===== config.mk =====
export PLATFORM = sky130hd
export DESIGN_NAME = clint_dev
export DESIGN_NICKNAME = d
export VERILOG_FILES = /design/src/hdl/soc_pkg.sv /design/src/hdl/clint_dev.sv
export SDC_FILE = /design/constraint.sdc
export NUM_CORES = 1
export LEC_CHECK = 0
export BUFFER_PORTS_ARGS = -buffer_cell sky130_fd_sc_hd__buf_2
export CORE_MARGIN = 2
export CORE_UTILIZATION = 30
export CTS_CLUSTER_DIAMETER = 40
export CTS_CLUSTER_SIZE = 20
export DETAILED_ROUTE_END_ITERATION = 8
export GPL_TIMING_DRIVEN = 0
export PLACE_DENSITY_LB_ADDON = 0.12
export SETUP_SLACK_MARGIN = 0.02
export SLEW_MARGIN = 20
export SYNTH_ARGS = -nofsm -noshare
export SYNTH_HDL_FRONTEND = slang
export SYNTH_SLANG_ARGS = --single-unit

===== constraint.sdc =====
create_clock -name clock -period 3.6 [get_ports clock]
set_input_delay 0.36 -clock clock [delete_from_list [all_inputs] [get_ports clock]]
set_output_delay 0.36 -clock clock [all_outputs]
set_load 0.02 [all_outputs]

===== src/hdl/soc_pkg.sv =====
package soc_pkg;

	localparam int XLEN = 32;

	typedef logic [XLEN-1:0]   addr_t;
	typedef logic [XLEN-1:0]   data_t;
	typedef logic [XLEN/8-1:0] strb_t;	// one bit per byte lane

	// same encoding as the AXI resp field
	typedef enum logic [1:0] {
		RESP_OKAY   = 2'd0,
		RESP_SLVERR = 2'd2,
		RESP_DECERR = 2'd3
	} resp_e;

	typedef enum logic {
		OP_READ  = 1'b0,
		OP_WRITE = 1'b1
	} bus_op_e;

	// crossbar target
	typedef enum logic [1:0] {
		DEV_SRAM,
		DEV_UART,
		DEV_CLINT,
		DEV_NONE
	} dev_e;

	// address map
	localparam addr_t SRAM_BASE      = 32'h8000_0000;
	localparam addr_t UART_TX_ADDR   = 32'ha000_03f8;
	localparam addr_t CLINT_MTIME_LO = 32'ha000_0048;
	localparam addr_t CLINT_MTIME_HI = 32'ha000_004c;

	// data write port payload
	typedef struct packed {
		addr_t addr;
		data_t data;
		strb_t strb;
	} wr_req_t;

	// internal request, one beat
	typedef struct packed {
		bus_op_e op;
		addr_t   addr;
		data_t   data;
		strb_t   strb;
	} bus_req_t;

	// internal response, also read port payload
	typedef struct packed {
		data_t data;
		resp_e resp;
	} bus_rsp_t;

endpackage


===== src/hdl/clint_dev.sv =====
module clint_dev (
	input  logic              clock,
	input  logic              rst_n_i,
	input  logic              req_valid_i,
	input  soc_pkg::addr_t    req_addr_i,
	output logic              rsp_valid_o,
	output soc_pkg::bus_rsp_t rsp_o
);

	logic [63:0]    mtime_q;
	logic           rsp_valid_q;
	soc_pkg::data_t rsp_data_q;

	always_ff @(posedge clock) begin
		if (!rst_n_i) begin
			mtime_q     <= '0;
			rsp_valid_q <= 1'b0;
		end else begin
			mtime_q     <= mtime_q + 64'd1;	// free running
			rsp_valid_q <= req_valid_i;
		end
	end

	// bit 2 picks the half, value taken at the request cycle
	always_ff @(posedge clock) begin
		if (req_valid_i)
			rsp_data_q <= req_addr_i[2] ? mtime_q[63:32] : mtime_q[31:0];
	end

	assign rsp_valid_o = rsp_valid_q;
	assign rsp_o.data  = rsp_data_q;
	assign rsp_o.resp  = soc_pkg::RESP_OKAY;

endmodule


==> impl_results.md <==
- Status: completed
- 1st-pass router iterations: 5
- Wirelength, routed: 10900 um
- Worst r2r src: mtime_q[0]$_SDFF_PN0_
- Slew headroom: 43.0%
- Total number of vias: 3389
- Placed cell areas: 4760 sq um
- Syn Area/Cell: 10.3 sq um
- CTS tree: yes
- Number of cells on the critical path: 7
- Post-CTS sizing: 0
- Die W: 124 um
- WP buf/inv: 1
- Min-delay src: rst_n_i
- Number of fill cells: between 1000 and 1500
- Crit share post-route: between 70% and 80%
- Most common cell in the netlist: dfxtp_1
- ANT cells: 0
- Slew Viols, Final: 0
- Final WS setup: 0.939 ns
- Final Hold Fails: 0
- LEAKAGE: 0.00180 uW
- Synth warn: 0
- Longest Clk Path Bufs: 2
- Synth Instances: roughly 420
- I/O Buffers: 34
- Initial core utilization: a little under a third
- Ys async rst share: 0%
- Antenna viol nets, final: 0
- Unrepaired setup endpoints after global routing: no
- DRC violations left: 0
- Mapped cell area: around 4400 sq um
- Register area: ~2300 sq um
- CP endpoint: mtime_q[48]$_SDFF_PN0_
- CP required: 3.88 ns
- CP Capture Type: flop
- Total track usage: 14.7%
- Total core area: between 10000 and 15000 sq um
- Initial antenna violation count: 1
- CTS Hold Bufs: 0
- Drt initial violations: 190
- Cts bufs inserted: 9
- CP max FO: 10
- Share of cells above drive strength 1: a little under a fifth
- Arr. time, crit path: 2.94 ns
- Hold Slack: between 0.4 and 0.5 ns
- Worst path slowest cell: dfxtp_1
- Worst skew pair latency: 0.35 ns
- Commonest cells in the netlist: dfxtp_1 (65), nor2_1 (35), edfxtp_1 (32)
- Global route overflow: 0
- Largest net degree at the start of global routing: 34
- CTS Sinks: 97
- Worst setup SP type: flop
- H-tree Lvls: 3
- Layout Nets: 506
- WL/cell: 16.6 um
- Clock slew at reported path FFs: 0.07 ns
- R2r setup slk: 0.94 ns
- Final setup fails: 0
- IO Pins: 70
- Top cell type by total area after synthesis: dfxtp_1
- First-pass GRT wire length: 17900 um
- Slowest stage delay, CP: 0.44 ns
- Post-CTS setup buffer count: 0
- Pwr/cell area: 452 nW/um^2
- Max-Cap Viols: 0
- Seq/Total Area, Yosys: 52.0%
- Post-layout min period: roughly 2.7 ns
- Pre-CTS setup slack: 0.944 ns
- Setup TNS: 0 ns
- Synth Register Bits: 97
- Die height: 124 um
- CP Launch Point: mtime_q[0]$_SDFF_PN0_
- Finished Cell Area: 5080 sq um
- Worst Hold Class: in2reg
- Crit-path cells: ha_1, nand3_2, nor4b_4, nand4_1, buf_2, or3_1, a21oi_1
- Setup Skew: 0.00861 ns
- Vias per std cell: 5.14
- Netlist cell types: 40
- Top-area cell type share of the netlist area: 29.9%
- R2R Path End: mtime_q[48]$_SDFF_PN0_
- Final RePlAce weighted congestion: 0.785
- Layout area overhead: 16.7%
- FF-to-FF path depth: 7
- EDFF count, synth: 32
- Rows: between 40 and 50
- Largest cells by area after synthesis: dfxtp_1 (30%), edfxtp_1 (22%), mux2_2 (7.8%), xor2_1 (4.0%), or3_1 (3.9%)
- Multi-input gate area: 1980 sq um
- Crit path max-delay family: simple AND/OR/NAND/NOR gates
- Peak supply drop: 0.222 mV
- DP HPWL: 7620 um
- Least-Margin Pin Slew: 0.848 ns
- Most used DFF post-synth: dfxtp_1
- Die footprint: approximately 15000 sq um
- FMAX: ~380 MHz
- Clock Tree Root: clkbuf_16
- Crit Path Category: reg2reg
- Total Power: 2290 uW
- Vias in the first global route: 3367
==> placed cells by master (no fill, tap or decap), types with 9 or more instances in the layout <==
cell type,n
o21ai_0,26
nand2_1,29
xor2_1,20
clkbuf_1,14
buf_2,36
edfxtp_1,32
mux2_2,30
or3_1,27
nand3_1,17
dfxtp_1,65
a21oi_1,30
nor2_1,35
nand4_1,26
clkbuf_16,9
==> logic make-up after synthesis <==
logic type / Yosys count / synth area share (%)
fa+ha+maj: 1 / 0.287
compound gates: 67 / 8.40
simple gates: 172 / 22.9
other cells: 1 / 0.0862
flops: 97 / 52.0
mux: 31 / 7.99
xor+xnor: 28 / 5.64
buf+inv: 27 / 2.67
==> worst min-delay path: stages <==
cell	delay, ns
clkbuf_1	0.23
nand2_1	0.13
mux2i_1	0.05
==> per-layer routing <==
layer  wire, um  up-vias  global-route usage, %
met2       5010       89                   22.9
li1           -     1652                      -
met3        588       23                   3.87
met1       5020     1623                   18.9
met5         13        -                      0
met4        318        2                   7.27
==> stage by stage <==
stage | instances | util (%)
finish | 659 | 35.4
global route | 659 | 35.4
CTS | 659 | 35.4
detailed placement | 643 | 33.1
global placement | 643 | 33.1
floorplan | 425 | -
==> worst min-delay path by stage <==
stage | to | slack [ns] | cells after the start
after floorplan | mtime_q[0]$_SDFF_PN0_ | 0.45 | 1
after CTS | mtime_q[56]$_SDFF_PN0_ | 0.46 | 3
after global placement | mtime_q[63]$_SDFF_PN0_ | 0.47 | 2
after global routing | mtime_q[56]$_SDFF_PN0_ | 0.51 | 3
after detailed placement | mtime_q[63]$_SDFF_PN0_ | 0.47 | 2
final | mtime_q[56]$_SDFF_PN0_ | 0.47 | 3
==> area by class of cell <==
class | instances | area share (%)
tap | 184 | 4.53
clock inverter | 2 | 1.18
sequential | 97 | 44.5
inverter | 9 | 0.665
clock buffer | 14 | 5.20
timing repair buffer | 34 | 3.35
multi-input combinational | 301 | 38.9
buffer | 18 | 1.63
==> sequential cells by signal (all words and copies together), names as in the netlist <==
name         cells
mtime_q         64
rsp_data_q      32
rsp_valid_o      1
==> power by group <==
group          switching (uW)  internal, uW  leakage [uW]  total (uW)
clock network             410           648      0.000157        1060
logic                    60.8          22.9      0.000790        83.7
registers                7.31          1140      0.000854        1150
total                     478          1820       0.00180        2290
Note: power is estimated with default switching activity, not from simulation.
