===== src/hdl/soc_pkg.sv =====
package soc_pkg;

	localparam int XLEN = 32;

	typedef logic [XLEN-1:0]   addr_t;
	typedef logic [XLEN-1:0]   data_t;
	typedef logic [XLEN/8-1:0] strb_t;	// one bit per byte lane

	// same encoding as the AXI resp field
	typedef enum logic [1:0] {
		RESP_OKAY   = 2'd0,
		RESP_SLVERR = 2'd2,
		RESP_DECERR = 2'd3
	} resp_e;

	typedef enum logic {
		OP_READ  = 1'b0,
		OP_WRITE = 1'b1
	} bus_op_e;

	// crossbar target
	typedef enum logic [1:0] {
		DEV_SRAM,
		DEV_UART,
		DEV_CLINT,
		DEV_NONE
	} dev_e;

	// address map
	localparam addr_t SRAM_BASE      = 32'h8000_0000;
	localparam addr_t UART_TX_ADDR   = 32'ha000_03f8;
	localparam addr_t CLINT_MTIME_LO = 32'ha000_0048;
	localparam addr_t CLINT_MTIME_HI = 32'ha000_004c;

	// data write port payload
	typedef struct packed {
		addr_t addr;
		data_t data;
		strb_t strb;
	} wr_req_t;

	// internal request, one beat
	typedef struct packed {
		bus_op_e op;
		addr_t   addr;
		data_t   data;
		strb_t   strb;
	} bus_req_t;

	// internal response, also read port payload
	typedef struct packed {
		data_t data;
		resp_e resp;
	} bus_rsp_t;

endpackage


===== src/hdl/uart_dev.sv =====
module uart_dev (
	input  logic           clock,
	input  logic           rst_n_i,
	input  logic           req_valid_i,
	input  soc_pkg::data_t req_data_i,
	output logic           rsp_valid_o,
	output soc_pkg::resp_e rsp_resp_o,
	output logic           tx_valid_o,
	output logic [7:0]     tx_byte_o
);

	logic       tx_valid_q;
	logic [7:0] tx_byte_q;

	always_ff @(posedge clock) begin
		if (!rst_n_i)
			tx_valid_q <= 1'b0;
		else
			tx_valid_q <= req_valid_i;	// one pulse per write
	end

	// only the low byte goes out
	always_ff @(posedge clock) begin
		if (req_valid_i)
			tx_byte_q <= req_data_i[7:0];
	end

	assign tx_valid_o = tx_valid_q;
	assign tx_byte_o  = tx_byte_q;

	// write is acked together with the tx pulse
	assign rsp_valid_o = tx_valid_q;
	assign rsp_resp_o  = soc_pkg::RESP_OKAY;

endmodule


===== config.mk =====
export PLATFORM = sky130hd
export DESIGN_NAME = uart_dev
export DESIGN_NICKNAME = d
export VERILOG_FILES = /design/src/hdl/soc_pkg.sv /design/src/hdl/uart_dev.sv
export SDC_FILE = /design/constraint.sdc
export NUM_CORES = 1
export LEC_CHECK = 0
export ABC_CLOCK_PERIOD_IN_PS = 900
export BUFFER_PORTS_ARGS = -buffer_cell sky130_fd_sc_hd__buf_2
export CORE_AREA = 2 2 39 41
export DETAILED_ROUTE_END_ITERATION = 8
export DIE_AREA = 0 0 41 43
export GPL_TIMING_DRIVEN = 0
export PLACE_DENSITY = 0.68
export REMOVE_ABC_BUFFERS = 1
export SETUP_SLACK_MARGIN = 0.02
export SYNTH_ARGS = -nofsm -noshare
export SYNTH_HDL_FRONTEND = slang
export SYNTH_SLANG_ARGS = --single-unit

===== constraint.sdc =====
create_clock -name clock -period 0.9 [get_ports clock]
set_input_delay 0.18 -clock clock [delete_from_list [all_inputs] [get_ports clock]]
set_output_delay 0.18 -clock clock [all_outputs]
set_load 0.02 [all_outputs]

==> impl_metrics.sql <==
INSERT INTO impl_metrics (metric_group, metric, value, unit) VALUES
('grt', 'use_met1', '9.184', '%'),
('power_and_ir_drop', 'comb_power_share', '15.8', '%'),
('layout', 'finalNetCount', '72', ''),
('synthesis', 'synth-seq-area-share', '88.89', '%'),
('place', 'placed_area', '394.1', 'um2'),
('clock_network', 'ctsLongestPathBuffers', '2', ''),
('grt', 'number_of_global_route_vias_before_repair', '180', ''),
('setup_path', 'timing.critical_path.cells', 'buf_6', ''),
('floorplan', 'initial_utilization', '21.16', '%'),
('timing', 'rsz0062_at_grt', 'true', ''),
('setup_path', 'cp-end-kind', 'output port', ''),
('clock_network', 'tritoncts_clock_tree', 'done', ''),
('routing', 'antenna_violating_nets_post_route', '0', ''),
('setup_path', 'timing.critical_path.from_type', 'register', ''),
('setup_path', 'critPathTopFamily', 'flip-flops', ''),
('setup_path', 'path_max_fanout', '1', ''),
('floorplan', 'ioPinCount', '47', ''),
('setup_path', 'criticalPathCategory', 'register to output port', ''),
('place', 'gp_weighted_congestion', '0.6510', ''),
('status', 'violations', 'negative setup slack', ''),
('setup_path', 'timing.critical_path.depth', '1', ''),
('routing', 'avgRoutedWirePerCell', '10.58', 'um'),
('synthesis', 'synth_area_leaders', 'edfxtp_1 82%, buf_4 7.7%, dfxtp_1 6.8%', ''),
('min_path', 'min_path_type', 'input pin to register', ''),
('clock_network', 'htree_levels', '1', ''),
('routing', 'routed_via_density', '3.558', ''),
('clock_network', 'clock-sinks', '9', ''),
('timing', 'fmax', '1028', 'MHz'),
('synthesis', 'yosys.cell_types.count', '5', ''),
('routing', 'drt_first_iter_violations', '3', ''),
('synthesis', 'syn_area', '292.8', 'um2'),
('layout', 'num_antenna_cells', '0', ''),
('layout', 'num-fill-cells', '141', ''),
('timing', 'worst_slack_setup_final', '-0.07311', 'ns'),
('synthesis', 'yosys.area.top_type', 'edfxtp_1', ''),
('floorplan', 'die_area', '1763', 'um2'),
('grt', 'met2_demand_to_capacity_share_in_global_routing', '6.875', '%'),
('grt', 'global_route_congestion_overflow_total', '0', ''),
('clock_network', 'clk_pin_slew', '0.06', 'ns'),
('power_and_ir_drop', 'ir_worst_vdd', '574.8', 'uV'),
('synthesis', 'synth.avg_cell_area', '20.91', 'um2'),
('timing', 'setup_viol', '8', ''),
('layout', 'sequential_cell_area_in_the_final_layout', '261.5', 'um2'),
('clock_network', 'cts.hold.buffers_added', '0', ''),
('setup_path', 'combined_buffer_and_inverter_count_along_the_critical_path', '1', ''),
('grt', 'busiest_layer', 'met4', ''),
('clock_network', 'clockRootBuffer', 'clkbuf_4', ''),
('timing', 'hold-worst-slack', '0.09860', 'ns'),
('setup_path', 'timing.critical_path.arrival', '0.79', 'ns'),
('status', 'status', 'finished with violations', ''),
('setup_path', 'worst_ep_required_time', '0.72', 'ns'),
('power_and_ir_drop', 'power_frac_clock', '31.2', '%'),
('timing', 'slew_viol_final', '0', ''),
('layout', 'drive_gt1_share', '66.67', '%'),
('setup_path', 'critPathCapture', 'tx_byte_o[3]', ''),
('power_and_ir_drop', 'internal_power', '0.0007363', 'W'),
('layout', 'area_occupied_by_multi_input_gates', '13.76', 'um2'),
('routing', 'detail_route.drc_violations', '0', ''),
('timing', 'final.min_clock_period', '0.9731', 'ns'),
('power_and_ir_drop', 'power_density', '1970', 'nW/um2'),
('power_and_ir_drop', 'power_switching', '0.0002174', 'W'),
('routing', 'dr_total_vias', '185', ''),
('floorplan', 'die_height', '43', 'um'),
('floorplan', 'std_cell_rows', '14', ''),
('setup_path', 'worstSetupStartpoint', 'tx_byte_o[3]', ''),
('place', 'place.port_buffers', '20', ''),
('clock_network', 'cts_made_buffers', '3', ''),
('grt', 'grt_antenna_before_repair', '0', ''),
('setup_path', 'crit_path_top_delay_cell', 'edfxtp_1', ''),
('floorplan', 'fp.coreArea', '1384', 'um2'),
('synthesis', 'synth_warnings', '0', '');
area by class of cell:
| cell class | instances | share of cell area (%) |
|---|---|---|
| Clock buffer | 4 | 5.426 |
| Sequential cell | 9 | 54.01 |
| Tap cell | 16 | 4.134 |
| Timing Repair Buffer | 20 | 33.59 |
| Multi-Input combinational cell | 3 | 2.842 |
cells in the final DEF, fill, tap and decap left out:
| cell | count |
|---|---|
| and2_1 | 1 |
| conb_1 | 2 |
| buf_2 | 10 |
| edfxtp_1 | 8 |
| clkbuf_4 | 3 |
| dfxtp_2 | 1 |
| buf_6 | 10 |
| clkbuf_1 | 1 |
state kept, by name (all words and copies together) (netlist names):
signal and flops:
tx_byte_o 8, rsp_valid_o 1
metrics by stage:
step | power (W) | cells | TNS, ns | util [%] | setup slack, ns
final | 0.0009537 | 52 | -0.4475 | 34.99 | -0.07311
after global routing | 0.001004 | 52 | -0.8289 | 34.99 | -0.1156
after CTS | 0.0009455 | 52 | -0.5686 | 32.73 | -0.08278
after detailed placement | 0.0006210 | 48 | 0 | 28.48 | 0.1991
after global placement | 0.0006185 | 48 | 0 | 28.48 | 0.1949
after floorplan | 0.0005609 | 12 | 0 | - | 0.1967
synth_stat cells:
cell type / n
buf_4: 3
dfxtp_1: 1
and2_1: 1
conb_1: 1
edfxtp_1: 8
power by group through the flow:
stage                     Combinational [W]  Sequential [W]  Clock (W)
final                              0.000150        0.000506   0.000297
after global routing               0.000159        0.000510   0.000335
after CTS                          0.000132        0.000502   0.000312
after detailed placement           0.000114        0.000507          0
after global placement             0.000112        0.000507          0
after floorplan                  0.00000863        0.000552          0
cells by family after synthesis:
group | count (synthesis) | synth area share (%)
flip-flops | 9 | 88.89
buffers and inverters | 3 | 7.692
AND/OR/NAND/NOR | 1 | 2.138
other | 1 | 1.281
worst min-delay path by stage:
stage	from	to	cells past startpoint
floorplan	req_data_i[0]	tx_byte_o[0]	0
global placement	req_data_i[7]	tx_byte_o[7]	1
detailed placement	req_data_i[5]	tx_byte_o[5]	1
CTS	req_data_i[6]	tx_byte_o[6]	1
global route	req_data_i[2]	tx_byte_o[2]	1
finish	req_data_i[4]	tx_byte_o[4]	1
routing by layer:
| metal | vias up | share of wire, % |
|---|---|---|
| li1 | 88 | - |
| met1 | 75 | 39 |
| met2 | 22 | 36 |
| met3 | 0 | 25 |
| met4 | 0 | 0 |
| met5 | - | 0 |
what timing repair did:
item | in CTS | in global routing
endpoints found under the setup margin | 10 | 10
resized for setup | 11 | 10
hold endpoints to repair | 0 | 0
No activity file was read; power rests on OpenSTA's default activity.
