===== src/hdl/soc_pkg.sv =====
package soc_pkg;

	localparam int XLEN = 32;

	typedef logic [XLEN-1:0]   addr_t;
	typedef logic [XLEN-1:0]   data_t;
	typedef logic [XLEN/8-1:0] strb_t;	// one bit per byte lane

	// same encoding as the AXI resp field
	typedef enum logic [1:0] {
		RESP_OKAY   = 2'd0,
		RESP_SLVERR = 2'd2,
		RESP_DECERR = 2'd3
	} resp_e;

	typedef enum logic {
		OP_READ  = 1'b0,
		OP_WRITE = 1'b1
	} bus_op_e;

	// crossbar target
	typedef enum logic [1:0] {
		DEV_SRAM,
		DEV_UART,
		DEV_CLINT,
		DEV_NONE
	} dev_e;

	// address map
	localparam addr_t SRAM_BASE      = 32'h8000_0000;
	localparam addr_t UART_TX_ADDR   = 32'ha000_03f8;
	localparam addr_t CLINT_MTIME_LO = 32'ha000_0048;
	localparam addr_t CLINT_MTIME_HI = 32'ha000_004c;

	// data write port payload
	typedef struct packed {
		addr_t addr;
		data_t data;
		strb_t strb;
	} wr_req_t;

	// internal request, one beat
	typedef struct packed {
		bus_op_e op;
		addr_t   addr;
		data_t   data;
		strb_t   strb;
	} bus_req_t;

	// internal response, also read port payload
	typedef struct packed {
		data_t data;
		resp_e resp;
	} bus_rsp_t;

endpackage


===== src/hdl/bus_ctl.sv =====
module bus_ctl (
	input  logic              clock,
	input  logic              rst_n_i,
	// instruction fetch
	input  logic              inst_req_valid_i,
	input  soc_pkg::addr_t    inst_req_addr_i,
	output logic              inst_req_ready_o,
	output logic              inst_rsp_valid_o,
	output soc_pkg::bus_rsp_t inst_rsp_o,
	input  logic              inst_rsp_ready_i,
	// data read
	input  logic              rd_req_valid_i,
	input  soc_pkg::addr_t    rd_req_addr_i,
	output logic              rd_req_ready_o,
	output logic              rd_rsp_valid_o,
	output soc_pkg::bus_rsp_t rd_rsp_o,
	input  logic              rd_rsp_ready_i,
	// data write
	input  logic              wr_req_valid_i,
	input  soc_pkg::wr_req_t  wr_req_i,
	output logic              wr_req_ready_o,
	output logic              wr_rsp_valid_o,
	output soc_pkg::resp_e    wr_rsp_o,
	input  logic              wr_rsp_ready_i,
	// internal bus
	output logic              bus_req_valid_o,
	output soc_pkg::bus_req_t bus_req_o,
	input  logic              bus_rsp_valid_i,
	input  soc_pkg::bus_rsp_t bus_rsp_i
);

	typedef enum logic [1:0] {CTL_IDLE, CTL_ISSUE, CTL_WAIT, CTL_RESP} ctl_state_e;
	typedef enum logic [1:0] {PORT_INST, PORT_RD, PORT_WR} port_e;

	ctl_state_e        state_q;
	ctl_state_e        state_d;
	port_e             owner_q;	// port that got the grant
	soc_pkg::bus_req_t req_q;
	soc_pkg::bus_rsp_t rsp_q;
	soc_pkg::bus_rsp_t rsp_cur;
	logic              idle;
	logic              grant;
	logic              rsp_valid;
	logic              rsp_ready;

	// fixed priority: write, data read, fetch
	assign idle             = (state_q == CTL_IDLE);
	assign wr_req_ready_o   = idle && wr_req_valid_i;
	assign rd_req_ready_o   = idle && rd_req_valid_i && !wr_req_valid_i;
	assign inst_req_ready_o = idle && inst_req_valid_i && !rd_req_valid_i
		&& !wr_req_valid_i;
	assign grant = wr_req_ready_o || rd_req_ready_o || inst_req_ready_o;

	assign bus_req_valid_o = (state_q == CTL_ISSUE);
	assign bus_req_o       = req_q;

	// bus data passes through on the strobe cycle, the buffer holds it after that
	assign rsp_valid = (state_q == CTL_RESP) || (state_q == CTL_WAIT && bus_rsp_valid_i);
	assign rsp_cur   = (state_q == CTL_WAIT) ? bus_rsp_i : rsp_q;

	assign inst_rsp_valid_o = rsp_valid && (owner_q == PORT_INST);
	assign rd_rsp_valid_o   = rsp_valid && (owner_q == PORT_RD);
	assign wr_rsp_valid_o   = rsp_valid && (owner_q == PORT_WR);
	assign inst_rsp_o       = rsp_cur;
	assign rd_rsp_o         = rsp_cur;
	assign wr_rsp_o         = rsp_cur.resp;	// write side only sees the code

	always_comb begin
		case (owner_q)
			PORT_WR: rsp_ready = wr_rsp_ready_i;
			PORT_RD: rsp_ready = rd_rsp_ready_i;
			default: rsp_ready = inst_rsp_ready_i;
		endcase
	end

	always_comb begin
		state_d = state_q;
		case (state_q)
			CTL_IDLE: begin
				if (grant)
					state_d = CTL_ISSUE;
			end
			CTL_ISSUE: state_d = CTL_WAIT;
			CTL_WAIT: begin
				if (bus_rsp_valid_i)
					state_d = rsp_ready ? CTL_IDLE : CTL_RESP;
			end
			CTL_RESP: begin
				if (rsp_ready)
					state_d = CTL_IDLE;
			end
			default: state_d = CTL_IDLE;
		endcase
	end

	always_ff @(posedge clock) begin
		if (!rst_n_i) begin
			state_q <= CTL_IDLE;
			owner_q <= PORT_INST;
		end else begin
			state_q <= state_d;
			if (wr_req_ready_o)
				owner_q <= PORT_WR;
			else if (rd_req_ready_o)
				owner_q <= PORT_RD;
			else if (inst_req_ready_o)
				owner_q <= PORT_INST;
		end
	end

	// request and response payload
	always_ff @(posedge clock) begin
		if (wr_req_ready_o) begin
			req_q.op   <= soc_pkg::OP_WRITE;
			req_q.addr <= wr_req_i.addr;
			req_q.data <= wr_req_i.data;
			req_q.strb <= wr_req_i.strb;
		end else if (rd_req_ready_o || inst_req_ready_o) begin
			req_q.op   <= soc_pkg::OP_READ;
			req_q.addr <= rd_req_ready_o ? rd_req_addr_i : inst_req_addr_i;
			req_q.data <= '0;
			req_q.strb <= '0;
		end
		if (state_q == CTL_WAIT && bus_rsp_valid_i)
			rsp_q <= bus_rsp_i;
	end

endmodule


===== config.mk =====
export PLATFORM = sky130hd
export DESIGN_NAME = bus_ctl
export DESIGN_NICKNAME = d
export VERILOG_FILES = /design/src/hdl/soc_pkg.sv /design/src/hdl/bus_ctl.sv
export SDC_FILE = /design/constraint.sdc
export NUM_CORES = 1
export LEC_CHECK = 0
export BUFFER_PORTS_ARGS = -buffer_cell sky130_fd_sc_hd__buf_2
export CAP_MARGIN = 10
export CORE_AREA = 2 2 124 126
export DETAILED_ROUTE_END_ITERATION = 7
export DIE_AREA = 0 0 126 128
export PLACE_DENSITY_LB_ADDON = 0.15
export SYNTH_ARGS = -nofsm -noshare
export SYNTH_HDL_FRONTEND = slang
export SYNTH_SLANG_ARGS = --single-unit

===== constraint.sdc =====
create_clock -name clock -period 4.16 [get_ports clock]
set_input_delay 0.624 -clock clock [delete_from_list [all_inputs] [get_ports clock]]
set_output_delay 0.624 -clock clock [all_outputs]
set_load 0.01 [all_outputs]

==> results.toml <==
[synthesis]
synth_fa_ha_area_share_pct = 0.749
muxShareOfSynthArea_pct = 14.0
synthDistinctLibCells = 28
synth-compound-area-share_pct = 4.52
synth-xor-area-share_pct = 0
ys_warn_count = 0
syn_avg_cell_area_um2 = 13.8
synth_nets = 541
yosysTopAreaCellShare_pct = 61.1
synth-simple-area-share_pct = 8.91
ys_seq_area_share_pct = 63.1
syn_area_um2 = 5010
synth_top_family_by_area = "multiplexers"
yosysTopAreaCell = "edfxtp_1"
ys_ff_latch = 107
synthTopCellsByArea = "edfxtp_1 61%, mux2_2 7.6%, mux2i_1 6.4%"
netlist_instances = 363

[global_routing]
grt_antenna_before_repair = 2
grt_max_degree = 67
grt_pass1_wl_mm = 18.4
grtUsageTotal_pct = 15.1
grt_pass1_vias = 3536
grt_remaining_overflow = 0

[worst_setup_path]
cp_slowest_cell = "nand2b_2"
crit_required_ps = 3540
r2r_cells = 3
end_kind = "primary output"
critPathLaunch = "state_q[0]$_SDFFE_PN0P_"
worstSetupPathDepth = 3
reg2reg_slack_ps = 1710
timing.rr.end = "bus_req_o[33]$_SDFFCE_PN0P_"
path_max_fanout = 35
worstPathArrival_ps = 2150
worstSetupPathType = "flop to primary output"
max_stage_delay_ps = 760
path_cells = "nand2b_2 > mux2_2 > buf_2"
start_kind = "flop"
critPathBufInv = 1
reg2reg_from = "state_q[1]$_SDFFE_PN0P_"
endpoint = "rd_rsp_o[31]"
critPathTopFamily = "simple AND/OR/NAND/NOR gates"

[cts]
cts_buffer_depth = 2
htreeDepth = 3
clock_latency_ps = 350
cts_hold_buf = 0
cts_sinks = 107
cts-resized-gates = 0
cts_setup_buffers = 0
cts_tree = "yes"
cts_buffers = 9
clk_pin_slew_ps = 70
cts_root_buf = "clkbuf_16"

[pwr]
power.density_nw_per_um2 = 464
leakage_uw = 0.00301
vdd_drop_max_mv = 0.241

[routing]
totalWireLength_mm = 12.8
drt_iter0_drc = 116
num_vias = 3717
dr.pass1.iters = 4
wire_per_inst_um = 15.3
drtAntennaViolNets = 0
drc = 0
vias_per_cell = 4.46

[timing]
finalCritPeriodShare_pct = 66.8
period_minus_slack_ps = 2780
setup_slack_ps = 1380
max-slew-margin-rel_pct = 37.6
skew_ps = 5.34
final_max_slew_viol_count = 0
worst_pin_slew_ps = 933
rsz0062_at_grt = "false"
fin_setup_tns_ps = 0
setup_viol = 0
clock.fmax_mhz = 360
hold_violations = 0

[floorplan]
die_w_um = 126
die_h_um = 128
core_area_um2 = 14900
std_cell_rows = 45
die_area_um2 = 16100
start_util_pct = 33.7
io_pins = 321

[cells_and_area]
final_common_cell = "buf_2"
drive_above_1_share_pct = 58.7
antenna_cells = 0
final_nets = 819
mostFrequentLayoutCells = "320 x buf_2, 102 x edfxtp_1, 39 x and2_1"
area_growth_syn_to_layout_pct = 35.1

[status]
status = "complete, no violations"

[min_path]
min_path_type = "primary input to flop"

[place]
portBuffers = 320
place_hpwl_mm = 10.1
dp_slack_ps = 1580
gp_routability_congestion = 0.782

[job]
cap_violations = 0
-- kinds of logic after synthesis --
logic type	count (synthesis)
DFF	107
and+or+nand+nor	85
muxes	66
buffers and inverters	60
AOI/OAI and AO/OA	42
adders and majority gates	3
-- per-stage QoR --
| stage | area (µm²) | power (µW) | std cells | util [%] | hold WS, ps |
|---|---|---|---|---|---|
| after global placement | 6480 | 2340 | 818 | 43.6 | 466 |
| after CTS | 6770 | 3200 | 834 | 45.5 | 444 |
| final | 6770 | 3140 | 834 | 45.5 | 466 |
| after floorplan | 5010 | 2030 | 363 | - | 469 |
| after detailed placement | 6480 | 2350 | 818 | 43.6 | 491 |
| after global routing | 6770 | 3320 | 834 | 45.5 | 449 |
-- flip-flops by register name, indices dropped and copies added, names as in the netlist --
signal,flops
rsp_q,34
state_q,2
bus_req_o,69
owner_q,2
-- routing by layer --
layer	vias to the layer above	wire length [µm]	track usage [%]
met2	197	6580	27.5
met5	-	13	0
met1	1673	4570	15.2
met4	2	290	7.05
met3	19	1330	5.93
li1	1826	-	-
-- synth_stat cells, drive strengths merged --
cell type / count
inv: 4
edfxtp: 102
nor3: 1
nor2: 36
nand2: 3
mux2: 34
and2: 39
nand2b: 1
nor4b: 2
o21a: 3
mux2i: 32
or2: 1
clkbuf: 5
dfxtp: 5
o2bb2ai: 1
a21oi: 34
buf: 51
o21ai: 2
or3b: 1
a21boi: 1
nor2b: 1
ha: 3
a22oi: 1
-- worst min path at each step --
stage                                      end                       start  cells past startpoint  slack (ps)
floorplan              owner_q[1]$_SDFFE_PN0P_     owner_q[1]$_SDFFE_PN0P_                      2         470
global placement    bus_req_o[68]$_SDFFE_PP1P_  bus_req_o[68]$_SDFFE_PP1P_                      2         470
detailed placement  bus_req_o[68]$_SDFFE_PP1P_  bus_req_o[68]$_SDFFE_PP1P_                      2         490
CTS                        rsp_q[27]$_DFFE_PP_               bus_rsp_i[27]                      1         440
global route               rsp_q[27]$_DFFE_PP_               bus_rsp_i[27]                      1         450
finish                     rsp_q[27]$_DFFE_PP_               bus_rsp_i[27]                      1         470
-- cell type report --
class / count / area (µm²)
fill: 1454 / 8090
timing repair buffer: 323 / 1620
clock buffer: 9 / 225
multi-input combinational: 196 / 1440
inverter: 4 / 15.0
tap: 188 / 235
clock inverter: 7 / 67.6
sequential: 107 / 3160
-- worst register-to-register path, stage by stage, from the launching register on --
cell and delay (ps):
dfxtp_1 390, or2_2 390, nor2_4 720, buf_4 560
-- report_power, final --
group | switching [µW] | total, µW | internal [µW]
clock network | 371 | 835 | 464
registers | 51.4 | 1470 | 1420
logic | 485 | 834 | 349
total | 907 | 3140 | 2230
No activity file was read; power rests on OpenSTA's default activity.
