### config.mk
export PLATFORM = sky130hd
export DESIGN_NAME = addr_xbar
export DESIGN_NICKNAME = d
export VERILOG_FILES = /design/src/hdl/soc_pkg.sv /design/src/hdl/addr_xbar.sv
export SDC_FILE = /design/constraint.sdc
export NUM_CORES = 1
export LEC_CHECK = 0
export BUFFER_PORTS_ARGS = -buffer_cell sky130_fd_sc_hd__buf_2
export CAP_MARGIN = 0
export CELL_PAD_IN_SITES_DETAIL_PLACEMENT = 0
export CELL_PAD_IN_SITES_GLOBAL_PLACEMENT = 1
export CORE_AREA = 3 3 121 123
export DETAILED_ROUTE_END_ITERATION = 7
export DIE_AREA = 0 0 124 126
export PLACE_DENSITY = 0.72
export SLEW_MARGIN = 20
export SYNTH_ARGS = -nofsm -noshare
export SYNTH_HDL_FRONTEND = slang
export SYNTH_SLANG_ARGS = --single-unit
### constraint.sdc
create_clock -name clock -period 1.5 [get_ports clock]
set_input_delay 0.15 -clock clock [delete_from_list [all_inputs] [get_ports clock]]
set_output_delay 0.15 -clock clock [all_outputs]
set_load 0.05 [all_outputs]
### src/hdl/soc_pkg.sv
package soc_pkg;

	localparam int XLEN = 32;

	typedef logic [XLEN-1:0]   addr_t;
	typedef logic [XLEN-1:0]   data_t;
	typedef logic [XLEN/8-1:0] strb_t;	// one bit per byte lane

	// same encoding as the AXI resp field
	typedef enum logic [1:0] {
		RESP_OKAY   = 2'd0,
		RESP_SLVERR = 2'd2,
		RESP_DECERR = 2'd3
	} resp_e;

	typedef enum logic {
		OP_READ  = 1'b0,
		OP_WRITE = 1'b1
	} bus_op_e;

	// crossbar target
	typedef enum logic [1:0] {
		DEV_SRAM,
		DEV_UART,
		DEV_CLINT,
		DEV_NONE
	} dev_e;

	// address map
	localparam addr_t SRAM_BASE      = 32'h8000_0000;
	localparam addr_t UART_TX_ADDR   = 32'ha000_03f8;
	localparam addr_t CLINT_MTIME_LO = 32'ha000_0048;
	localparam addr_t CLINT_MTIME_HI = 32'ha000_004c;

	// data write port payload
	typedef struct packed {
		addr_t addr;
		data_t data;
		strb_t strb;
	} wr_req_t;

	// internal request, one beat
	typedef struct packed {
		bus_op_e op;
		addr_t   addr;
		data_t   data;
		strb_t   strb;
	} bus_req_t;

	// internal response, also read port payload
	typedef struct packed {
		data_t data;
		resp_e resp;
	} bus_rsp_t;

endpackage

### src/hdl/addr_xbar.sv
module addr_xbar #(
	parameter int SRAM_AW = 10
) (
	input  logic              clock,
	input  logic              rst_n_i,
	input  logic              bus_req_valid_i,
	input  soc_pkg::bus_req_t bus_req_i,
	output logic              bus_rsp_valid_o,
	output soc_pkg::bus_rsp_t bus_rsp_o,
	// sram
	output logic              sram_req_valid_o,
	output soc_pkg::bus_req_t sram_req_o,
	input  logic              sram_rsp_valid_i,
	input  soc_pkg::bus_rsp_t sram_rsp_i,
	// uart, write data only
	output logic              uart_req_valid_o,
	output soc_pkg::data_t    uart_req_data_o,
	input  logic              uart_rsp_valid_i,
	input  soc_pkg::resp_e    uart_rsp_resp_i,
	// clint, address only
	output logic              clint_req_valid_o,
	output soc_pkg::addr_t    clint_req_addr_o,
	input  logic              clint_rsp_valid_i,
	input  soc_pkg::bus_rsp_t clint_rsp_i
);

	// sram window is 2^SRAM_AW words
	localparam soc_pkg::addr_t SRAM_SPAN = soc_pkg::addr_t'(4) << SRAM_AW;
	localparam soc_pkg::addr_t SRAM_END  = soc_pkg::SRAM_BASE + SRAM_SPAN;

	soc_pkg::dev_e dev_sel;
	soc_pkg::dev_e dev_q;	// target of the request in flight
	logic          is_write;
	logic          decerr_q;

	assign is_write = (bus_req_i.op == soc_pkg::OP_WRITE);

	always_comb begin
		if (bus_req_i.addr >= soc_pkg::SRAM_BASE && bus_req_i.addr < SRAM_END) begin
			dev_sel = soc_pkg::DEV_SRAM;
		end else if (is_write && bus_req_i.addr == soc_pkg::UART_TX_ADDR) begin
			dev_sel = soc_pkg::DEV_UART;
		end else if (!is_write && (bus_req_i.addr == soc_pkg::CLINT_MTIME_LO
				|| bus_req_i.addr == soc_pkg::CLINT_MTIME_HI)) begin
			dev_sel = soc_pkg::DEV_CLINT;
		end else begin
			dev_sel = soc_pkg::DEV_NONE;	// uart read, clint write land here too
		end
	end

	assign sram_req_valid_o  = bus_req_valid_i && (dev_sel == soc_pkg::DEV_SRAM);
	assign uart_req_valid_o  = bus_req_valid_i && (dev_sel == soc_pkg::DEV_UART);
	assign clint_req_valid_o = bus_req_valid_i && (dev_sel == soc_pkg::DEV_CLINT);
	assign sram_req_o        = bus_req_i;
	assign uart_req_data_o   = bus_req_i.data;
	assign clint_req_addr_o  = bus_req_i.addr;

	always_ff @(posedge clock) begin
		if (!rst_n_i) begin
			dev_q    <= soc_pkg::DEV_NONE;
			decerr_q <= 1'b0;
		end else begin
			if (bus_req_valid_i)
				dev_q <= dev_sel;
			decerr_q <= bus_req_valid_i && (dev_sel == soc_pkg::DEV_NONE);
		end
	end

	// return path, one strobe per request
	always_comb begin
		case (dev_q)
			soc_pkg::DEV_SRAM: begin
				bus_rsp_valid_o = sram_rsp_valid_i;
				bus_rsp_o       = sram_rsp_i;
			end
			soc_pkg::DEV_UART: begin
				bus_rsp_valid_o = uart_rsp_valid_i;
				bus_rsp_o.data  = '0;
				bus_rsp_o.resp  = uart_rsp_resp_i;
			end
			soc_pkg::DEV_CLINT: begin
				bus_rsp_valid_o = clint_rsp_valid_i;
				bus_rsp_o       = clint_rsp_i;
			end
			default: begin
				bus_rsp_valid_o = decerr_q;
				bus_rsp_o.data  = '0;
				bus_rsp_o.resp  = soc_pkg::RESP_DECERR;
			end
		endcase
	end

endmodule

==> results.sh, run 1 <==
export IMPL_path_cells="buf_6, or4_4, nor4_4, nand3_2, nor2_4, buf_8"
export IMPL_required_ns=1.35
export IMPL_critical_path_buf_inv_count=2
export IMPL_min_path_type="input port to register"
export IMPL_final_setup_skew_ns=0
export IMPL_failed_checks="setup timing"
export IMPL_leakagePower_nw=1.553
export IMPL_io_buffer_count=211
export IMPL_drtIter0Drc=19
export IMPL_fin_crit_ns=1.632
export IMPL_ys_seq_area_frac=0.03347
export IMPL_vias_per_cell=3.570
export IMPL_synth_seq_cells=3
export IMPL_synth_edf_count=0
export IMPL_worstMarginPinSlew_ns=0.4051
export IMPL_postSynthNetCount=391
export IMPL_ys_flop_type="dfxtp_1"
export IMPL_syn_avg_cell_area_um2=7.294
export IMPL_drv_slew=0
export IMPL_hold_viol=0
export IMPL_yosys_warnings=0
export IMPL_syn_to_final_growth_pct=74.41
export IMPL_cts_tree="done"
export IMPL_rsz0062_at_grt="yes"
export IMPL_critPathTopFamily="simple AND/OR/NAND/NOR gates"
export IMPL_fin_crit_sh=1.088
export IMPL_yosys_cell_types_count=24
export IMPL_ioPinCount=316
export IMPL_pre_cts_ws_ns=-0.2251
export IMPL_initial_core_util=0.1303
export IMPL_syn_instance_count=246
export IMPL_relSlewSlack=0.7294
export IMPL_async_flop_share=0
export IMPL_dieArea_mm2=0.01562
export IMPL_end_kind="primary output"
export IMPL_fill_cells=1522
export IMPL_nets=499
export IMPL_grt_util_all_layers=0.07918
export IMPL_grt_overflow_total=0
export IMPL_drc=0
export IMPL_clock_sinks=3
export IMPL_synth_area_mm2=0.001794
export IMPL_cp_slowest_stage_delay_ns=0.53
export IMPL_wl_per_cell_um=13.97
export IMPL_cp_arrival_ns=1.48
export IMPL_drtPass1Iterations=4
export IMPL_status="finished with violations"
export IMPL_worstSetupStartpointType="input port"
export IMPL_critPathMaxFanout=3
export IMPL_antenna_found_initial=0
export IMPL_critPathSlowestCell="or4_4"
export IMPL_cap_viol_max_count=0
export IMPL_power_density_mw_per_mm2=400.3
export IMPL_fin_tns_setup_ns=-0.4049
export IMPL_num_rows=43
export IMPL_gp_congestion=0.7004
export IMPL_irDropWorstVdd_v=0.0002856
export IMPL_criticalPathCategory="input port to primary output"
export IMPL_clockBufferDepth=2
export IMPL_htreeDepth=1
export IMPL_final_layout_size_suffix_gt1_frac=0.8782
export IMPL_grt_pass1_vias=1866
export IMPL_antenna_left=0
export IMPL_wl_mm=7.447
export IMPL_dpl_hpwl_mm=5.656
export IMPL_fin_ws_ns=-0.1319
export IMPL_setup_viol=5
export IMPL_clk_pin_slew_ns=0.03
export IMPL_chipWidth_um=124
export IMPL_cts_inserted_buffers=3
export IMPL_diodes=0
export IMPL_vias=1903
export IMPL_fmax_mhz=612.8
export IMPL_cts_root_buf="clkbuf_16"
export IMPL_clk_latency_ns=0.22
export IMPL_grt_pass1_wl_mm=9.556
export IMPL_grt_max_degree=13
export IMPL_cts_hold_buffers_added=0
export IMPL_die_y_um=126
export IMPL_core_mm2=0.01377
==> cell usage after synthesis, types with 3 or more instances <==
cell type / count / share of area
nor4_1: 3 / 0.010
nand2_1: 3 / 0.0063
nor2_1: 40 / 0.084
dfxtp_1: 3 / 0.033
and3_1: 3 / 0.010
buf_2: 4 / 0.011
clkbuf_1: 4 / 0.0084
mux2i_1: 32 / 0.18
buf_4: 133 / 0.56
==> registers in the layout, indices dropped and copies added, names as in the netlist <==
signal,cells
decerr_q,1
dev_q,2
==> metrics by stage <==
stage / std cells / cell area [um2] / hold slack, ns / power [W] / utilization
3_5_place_dp: 519 / 2377 / 0.3005 / 0.0007711 / 0.1726
2_1_floorplan: 246 / 1917 / 0.2503 / 0.001097 / -
5_1_grt: 533 / 3129 / 0.1657 / 0.001310 / 0.2272
4_1_cts: 532 / 2803 / 0.1686 / 0.001226 / 0.2035
3_3_place_gp: 519 / 2377 / 0.3005 / 0.0007681 / 0.1726
6_report: 533 / 3129 / 0.1606 / 0.001253 / 0.2272
==> path summary, 6_finish.rpt <==
kind	slack, ns	startpoint	to	cells past startpoint
worst max-delay path	-0.13	bus_req_i[50]	uart_req_valid_o	6
worst min register to register	0.90	dev_q[0]	dev_q[0]	3
worst max register to register	0.48	dev_q[1]	dev_q[1]	4
worst min-delay path	0.16	rst_n_i	dev_q[1]	2
==> cell families after synthesis <==
kind of cell	after synthesis	share of synthesized area
AO/OA/AOI/OAI	7	0.02580
buffers and inverters	141	0.5760
flip-flops	3	0.03347
multiplexers	33	0.1911
AND/OR/NAND/NOR	62	0.1736
==> cells in the final DEF, fill, tap and decap left out, types with 2 or more instances in the layout <==
master | netlist | final
buf_8 | 0 | 2
buf_6 | 0 | 37
nor2_4 | 0 | 10
clkbuf_16 | 0 | 4
buf_4 | 133 | 24
nand4_1 | 2 | 2
a21oi_1 | 2 | 2
buf_2 | 4 | 173
nor2_2 | 0 | 19
nor2b_1 | 2 | 2
buf_16 | 0 | 2
buf_12 | 0 | 4
and3_1 | 3 | 2
nor4_1 | 3 | 2
a211oi_1 | 2 | 2
mux2i_1 | 32 | 8
nand2_1 | 3 | 3
nor2_1 | 40 | 11
mux2i_2 | 0 | 9
dfxtp_4 | 0 | 2
mux2i_4 | 0 | 15
==> cell type report <==
cell class	count	area, um2	share of cell area
Sequential cell	3	67.56	0.02159
Tap cell	180	225.2	0.07197
Timing Repair Buffer	244	1685	0.5386
Clock buffer	4	78.83	0.02519
Multi-Input combinational cell	102	1072	0.3427
==> where the power goes <==
group / switching (W) / total [W] / internal, W
clock network: 0.0000698 / 0.000420 / 0.000350
registers: 0.00000162 / 0.0000799 / 0.0000783
logic: 0.000503 / 0.000753 / 0.000249
total: 0.000574 / 0.00125 / 0.000678
==> layer usage <==
metal	routed length, um	up-vias	global-route usage
met2	3972	151	0.1591
met4	100	0	0.01869
met1	2457	843	0.07923
li1	-	897	-
met3	917	12	0.01931
met5	0	-	0
==> what timing repair did <==
action | CTS | global route
setup buffers | 5 | 2
cloned | 4 | 1
gates resized for setup | 53 | 96
pin swaps | 4 | 5
endpoints found under the hold margin | 0 | 0
setup endpoints to repair | 19 | 35
No activity file was read; power rests on OpenSTA's default activity.
==> run 2, diff against run 1 <==
--- a/config.mk
+++ b/config.mk
@@ -5,13 +5,15 @@
 export SDC_FILE = /design/constraint.sdc
 export NUM_CORES = 1
 export LEC_CHECK = 0
+export ABC_AREA = 1
 export BUFFER_PORTS_ARGS = -buffer_cell sky130_fd_sc_hd__buf_2
 export CAP_MARGIN = 0
 export CELL_PAD_IN_SITES_DETAIL_PLACEMENT = 0
 export CELL_PAD_IN_SITES_GLOBAL_PLACEMENT = 1
-export CORE_AREA = 3 3 121 123
+export CORE_AREA = 3 3 122 124
 export DETAILED_ROUTE_END_ITERATION = 7
-export DIE_AREA = 0 0 124 126
+export DIE_AREA = 0 0 125 127
+export HOLD_SLACK_MARGIN = 0.12
 export PLACE_DENSITY = 0.72
 export SLEW_MARGIN = 20
 export SYNTH_ARGS = -nofsm -noshare
==> constraint.sdc (replaced) <==
create_clock -name clock -period 1.5 [get_ports clock]
set_input_delay 0.15 -clock clock [delete_from_list [all_inputs] [get_ports clock]]
set_output_delay 0.15 -clock clock [all_outputs]
set_load 0.01 [all_outputs]
==> run 2 against run 1 <==
Against the previous run: the run now ends clean; cell count fell by 1.9%; routed wire length down 2.2%; power shrank 17%; via count is 3.1% lower; sequential share of layout area up 0.65 points; area after synthesis is 4.1% lower; register-to-register slack better by 0.21 ns; sequential cell count unchanged; non-clock buffer count down 18; core utilization shrank 6.1 points; largest cell class unchanged; largest power group unchanged; highest routed layer is now met5.
==> results.sh, run 2 <==
export IMPL_status="complete, no violations"
export IMPL_setup_viol=0
export IMPL_diodes=0
export IMPL_syn_instance_count=253
export IMPL_drtIter0Drc=33
export IMPL_fin_crit_ns=1.489
export IMPL_multi_input_area_um2=625.6
export IMPL_largest_reg_flops=2
export IMPL_drc=0
export IMPL_postSynthNetCount=398
export IMPL_synth_top_family_by_area="buffers and inverters"
export IMPL_grt_pass1_vias=1749
export IMPL_power_density_mw_per_mm2=447.7
export IMPL_final_layout_size_suffix_gt1_frac=0.7289
export IMPL_p_sw_w=0.0003354
export IMPL_detailed_place_area_mm2=0.002053
export IMPL_wl_per_cell_um=13.93
export IMPL_syn_avg_cell_area_um2=6.800
export IMPL_dieArea_mm2=0.01588
export IMPL_min_from="rst_n_i"
export IMPL_hold_viol=0
export IMPL_synth_top_area_frac=0.5804
export IMPL_synthTopCellsByCount="buf_4, a22o_1, nand2_1, nor2_1, inv_1"
export IMPL_synth_area_leader_cell="buf_4"
export IMPL_cap_viol_max_count=0
export IMPL_vias=1844
export IMPL_irDropWorstVdd_v=0.0002831
export IMPL_worstReg2RegStart="dev_q[0]"
export IMPL_synthSimpleGateAreaFrac=0.1658
export IMPL_clk_pin_slew_ns=0.03
export IMPL_required_ns=1.35
export IMPL_final_common_cell="buf_2"
export IMPL_antenna_found_initial=1
export IMPL_top_regs="dev_q: 2 flops, decerr_q: 1 flops"
export IMPL_clockBufferDepth=2
export IMPL_layout_common_cells="buf_2, a22o_1, nand2_1, nor2_1, nor2_2"
export IMPL_synth_area_mm2=0.001720
export IMPL_ys_seq_area_frac=0.03491
export IMPL_nets=489
export IMPL_core_mm2=0.01388
export IMPL_finalPower_w=0.001036
export IMPL_final_util=0.1667
export IMPL_yosys_warnings=0
export IMPL_worstMarginPinSlew_ns=0.1759
export IMPL_wl_mm=7.286
export IMPL_num_rows=43
export IMPL_intPower_w=0.0007004
export IMPL_worstSetupStartpointType="register"
export IMPL_comb_power_share=0.504
export IMPL_crit_path_start="dev_q[1]"
export IMPL_clock_sinks=3
export IMPL_seq_area_um2=65.06
export IMPL_yosys_cell_types_count=17
export IMPL_async_flop_share=0
export IMPL_synth_seq_cells=3
export IMPL_grt_max_degree=36
export IMPL_seqPwrFrac=0.086
export IMPL_drtPass1Iterations=4
export IMPL_grt_pass1_wl_mm=9.473
export IMPL_fill_cells=1613
export IMPL_min_path_type="input port to register"
export IMPL_relSlewSlack=0.8825
export IMPL_synth_edf_count=0
export IMPL_pre_cts_ws_ns=0.01090
export IMPL_dpl_hpwl_mm=5.976
export IMPL_clkPwrFrac=0.410
export IMPL_syn_to_final_growth_pct=34.47
export IMPL_synthTopCellsByArea="buf_4, a22o_1, nand2_1"
export IMPL_criticalPathCategory="register to primary output"
export IMPL_die_y_um=127
export IMPL_gp_congestion=0.7177
export IMPL_ioPinCount=316
export IMPL_antenna_left=0
export IMPL_cts_tree="done"
export IMPL_fin_crit_sh=0.9929
export IMPL_clk_latency_ns=0.22
export IMPL_yosysMostFrequentCell="buf_4"
export IMPL_final_area_mm2=0.002313
export IMPL_cp_arrival_ns=1.34
export IMPL_grt_overflow_total=0
export IMPL_critPathMaxFanout=8
export IMPL_htreeDepth=1
export IMPL_rsz0062_at_grt="yes"
export IMPL_top_register="dev_q"
export IMPL_cts_inserted_buffers=3
export IMPL_io_buffer_count=211
export IMPL_place_inst=512
export IMPL_drv_slew=0
export IMPL_end_kind="primary output"
export IMPL_yosys_area_share_xor_xnor=0
export IMPL_fin_ws_ns=0.01060
export IMPL_ys_flop_type="dfxtp_1"
export IMPL_cts_root_buf="clkbuf_16"
export IMPL_initial_core_util=0.1239
export IMPL_synthMuxAreaShare=0
export IMPL_swShare=0.3238
export IMPL_synth_compound_area_share=0.1745
export IMPL_fmax_mhz=671.4
export IMPL_finalNonFillerCells=523
export IMPL_final_setup_skew_ns=0
export IMPL_grt_util_all_layers=0.07491
export IMPL_synthAdderAreaFrac=0
export IMPL_chipWidth_um=125
export IMPL_vias_per_cell=3.526
export IMPL_leakagePower_nw=1.325
## run 2: changes by cell type in the layout (fill, tap and decap cells not counted), moves of 9 or more
cell / before / now
buf_2: 173 / 209
buf_6: 37 / 3
a22o_1: 0 / 32
buf_4: 24 / 8
mux2i_4: 15 / 0
nand2_1: 3 / 18
inv_1: 0 / 9
mux2i_2: 9 / 0
## run 2: worst paths after layout
path              cells after the start       endpoint  slack, ns
hold / removal                        3       decerr_q       0.20
hold reg to reg                       3       dev_q[1]       0.64
setup reg to reg                      3       dev_q[0]       0.69
setup / recovery                      6  bus_rsp_o[19]       0.01
## run 2: metrics by stage
| stage | setup TNS, ns | hold WS (ns) |
|---|---|---|
| after global routing | -0.4989 | 0.2271 |
| after detailed placement | 0 | 0.3001 |
| after CTS | 0 | 0.1993 |
| final | 0 | 0.2038 |
| after global placement | 0 | 0.3001 |
| after floorplan | 0 | 0.2942 |
## run 2: logic make-up (layout without fill, tap and decap cells)
| logic type | after synthesis | in the layout |
|---|---|---|
| buf+inv | 151 | 241 |
| simple gates | 63 | 63 |
| compound gates | 36 | 36 |
| flops | 3 | 3 |
## run 2: area by class of cell
cell class,instances,share of cell area
Multi-Input combinational cell,99,0.2704
Inverter,11,0.01893
Clock buffer,4,0.03407
Tap cell,180,0.09735
Sequential cell,3,0.02812
Timing Repair Buffer,226,0.5511
## run 2: power by group through the flow
stage	Sequential, W	Clock, W	Combinational [W]
6_report	0.0000890	0.000425	0.000522
5_1_grt	0.0000898	0.000438	0.000572
4_1_cts	0.0000894	0.000433	0.000481
3_5_place_dp	0.0000903	0	0.000479
3_3_place_gp	0.0000902	0	0.000481
2_1_floorplan	0.0000874	0	0.000470
## run 2: critical path, cell delays in order, from the launching register on
cell and delay [ns]:
dfxtp_4 0.36, inv_4 0.04, nor2_4 0.15, buf_12 0.14
clkbuf_16 0.15, a22o_1 0.14, buf_2 0.13
## run 2: metal layers
layer	track usage	up-vias	wire, um
met3	0.04557	14	1222
met4	0.01020	2	38
met5	0	-	13
met2	0.1303	203	3532
met1	0.08011	745	2478
li1	-	880	-
## run 2: repair_timing
item / 4_1_cts / 5_1_grt
hold buffers: 0 / 0
resized for setup: 1 / 20
buffers inserted: 0 / 2
pin swaps: 0 / 14
cloned: 0 / 5
endpoints found under the setup margin: 9 / 15
==> run 3, diff against run 2 <==
--- a/config.mk
+++ b/config.mk
@@ -10,11 +10,12 @@
 export CAP_MARGIN = 0
 export CELL_PAD_IN_SITES_DETAIL_PLACEMENT = 0
 export CELL_PAD_IN_SITES_GLOBAL_PLACEMENT = 1
-export CORE_AREA = 3 3 122 124
+export CORE_AREA = 2 2 124 126
 export DETAILED_ROUTE_END_ITERATION = 7
-export DIE_AREA = 0 0 125 127
+export DIE_AREA = 0 0 126 128
 export HOLD_SLACK_MARGIN = 0.12
-export PLACE_DENSITY = 0.72
+export MAX_ROUTING_LAYER = met4
+export PLACE_DENSITY = 0.69
 export SLEW_MARGIN = 20
 export SYNTH_ARGS = -nofsm -noshare
 export SYNTH_HDL_FRONTEND = slang
==> run 3 against run 2 <==
Against the previous run: the run now ends with setup timing left; hold slack gained 0.026 ns; highest routed layer is now met4; clock power is essentially flat; core utilization shrank 1.4 points; clock skew is the same; non-clock buffer count shrank 5; clock-buffer cell count is the same; combinational power shrank 3%; cell count grew 0.57%; register-to-register slack is essentially flat; first-iteration DRC count grew 3.0%; global-route usage grew 0.10 points.
==> results.sh, run 3 (synthesized netlist as in run 2, its figures left out) <==
export IMPL_fin_crit_sh=1.000
export IMPL_min_delay_path_depth=3
export IMPL_top_regs="dev_q: 2 flops, decerr_q: 1 flops"
export IMPL_drtPass1Iterations=4
export IMPL_vias_per_cell=3.454
export IMPL_clkPwrFrac=0.414
export IMPL_fin_ws_ns=-0.0005137
export IMPL_fmax_mhz=666.4
export IMPL_die_y_um=128
export IMPL_worstMarginPinSlew_ns=0.3130
export IMPL_worstSetupStartpointType="register"
export IMPL_cts_tree="done"
export IMPL_cts_inserted_buffers=3
export IMPL_final_area_mm2=0.002266
export IMPL_power_density_mw_per_mm2=449.9
export IMPL_rsz0062_at_grt="yes"
export IMPL_criticalPathCategory="register to primary output"
export IMPL_final_layout_size_suffix_gt1_frac=0.7189
export IMPL_cp_arrival_ns=1.35
export IMPL_clock_sinks=3
export IMPL_drv_slew=0
export IMPL_fin_tns_setup_ns=-0.0005137
export IMPL_core_mm2=0.01486
export IMPL_failed_checks="setup timing"
export IMPL_diodes=0
export IMPL_initial_core_util=0.1157
export IMPL_vias=1817
export IMPL_swShare=0.3211
export IMPL_clk_latency_ns=0.22
export IMPL_hold_viol=0
export IMPL_seqPwrFrac=0.088
export IMPL_detailed_place_area_mm2=0.002041
export IMPL_htreeDepth=1
export IMPL_end_kind="primary output"
export IMPL_reg2regPathDepth=3
export IMPL_leakagePower_nw=1.298
export IMPL_gp_congestion=0.7356
export IMPL_wl_mm=7.204
export IMPL_io_buffer_count=211
export IMPL_intPower_w=0.0006921
export IMPL_relSlewSlack=0.7891
export IMPL_required_ns=1.35
export IMPL_antenna_found_initial=0
export IMPL_status="finished with violations"
export IMPL_pre_cts_ws_ns=0.02994
export IMPL_cap_viol_max_count=0
export IMPL_min_path_type="input port to register"
export IMPL_syn_to_final_growth_pct=31.71
export IMPL_clk_pin_slew_ns=0.03
export IMPL_antenna_left=0
export IMPL_grt_pass1_vias=1658
export IMPL_layout_common_cells="buf_2, a22o_1, nand2_1, nor2_1, nor2_2"
export IMPL_chipWidth_um=126
export IMPL_finalPower_w=0.001019
export IMPL_wl_per_cell_um=13.70
export IMPL_num_rows=45
export IMPL_drtIter0Drc=34
export IMPL_comb_power_share=0.498
export IMPL_clockBufferDepth=2
export IMPL_setup_viol=1
export IMPL_grt_max_degree=35
export IMPL_top_register="dev_q"
export IMPL_final_util=0.1524
export IMPL_critPathMaxFanout=8
export IMPL_grt_util_all_layers=0.07592
export IMPL_final_common_cell="buf_2"
export IMPL_dpl_hpwl_mm=6.026
export IMPL_final_setup_skew_ns=0
export IMPL_p_sw_w=0.0003273
export IMPL_irDropWorstVdd_v=0.0002631
export IMPL_cts_root_buf="clkbuf_16"
export IMPL_grt_overflow_total=0
export IMPL_dieArea_mm2=0.01613
export IMPL_grt_pass1_wl_mm=9.094
export IMPL_fin_crit_ns=1.501
export IMPL_drc=0
export IMPL_nets=484
export IMPL_largest_reg_flops=2
export IMPL_ioPinCount=316
-- run 3: worst max-delay path, stage by stage (launching register included) --
cell and delay, ns:
dfxtp_4 0.37, inv_4 0.05, nor2_4 0.15, buf_12 0.14, clkbuf_16 0.15, a22o_1 0.13
buf_2 0.12
-- run 3: per-layer routing --
metal / global-route usage / vias to the layer above / share of wire
met5: - / - / 0
met4: 0.01034 / 0 / 0.0076
met3: 0.03548 / 6 / 0.14
met2: 0.1303 / 194 / 0.48
met1: 0.08256 / 746 / 0.38
li1: - / 871 / -
-- run 3: layout make-up --
class	instances	area [um2]
Multi-Input combinational cell	99	618.1
Tap cell	188	235.2
Timing Repair Buffer	221	1225
Fill cell	1757	12600
Sequential cell	3	65.06
Clock buffer	4	78.83
Inverter	11	43.79
-- run 3: final timing paths --
| check | startpoint | endpoint | slack [ns] |
|---|---|---|---|
| min | rst_n_i | decerr_q | 0.23 |
| min reg2reg | dev_q[1] | dev_q[1] | 0.52 |
| max reg2reg | dev_q[0] | dev_q[0] | 0.69 |
| max | dev_q[1] | bus_rsp_o[20] | -0.0005 |
-- run 3: stage by stage --
step / instances / hold slack (ns)
finish: 526 / 0.2297
global route: 526 / 0.2463
CTS: 521 / 0.2152
detailed placement: 517 / 0.3001
global placement: 517 / 0.3001
floorplan: 253 / 0.2942
-- run 3: repair_timing --
item,4_1_cts,5_1_grt
pin swaps,0,13
gates resized for setup,1,16
setup buffers,0,1
cloned,0,4
setup endpoints to repair,17,27
hold buffers,0,0
-- run 3: power groups by stage --
stage | clock network [W] | registers [W] | logic (W)
2_1_floorplan | 0 | 0.0000874 | 0.000470
3_3_place_gp | 0 | 0.0000901 | 0.000475
3_5_place_dp | 0 | 0.0000901 | 0.000473
4_1_cts | 0.000432 | 0.0000893 | 0.000475
5_1_grt | 0.000439 | 0.0000907 | 0.000550
6_report | 0.000422 | 0.0000896 | 0.000507
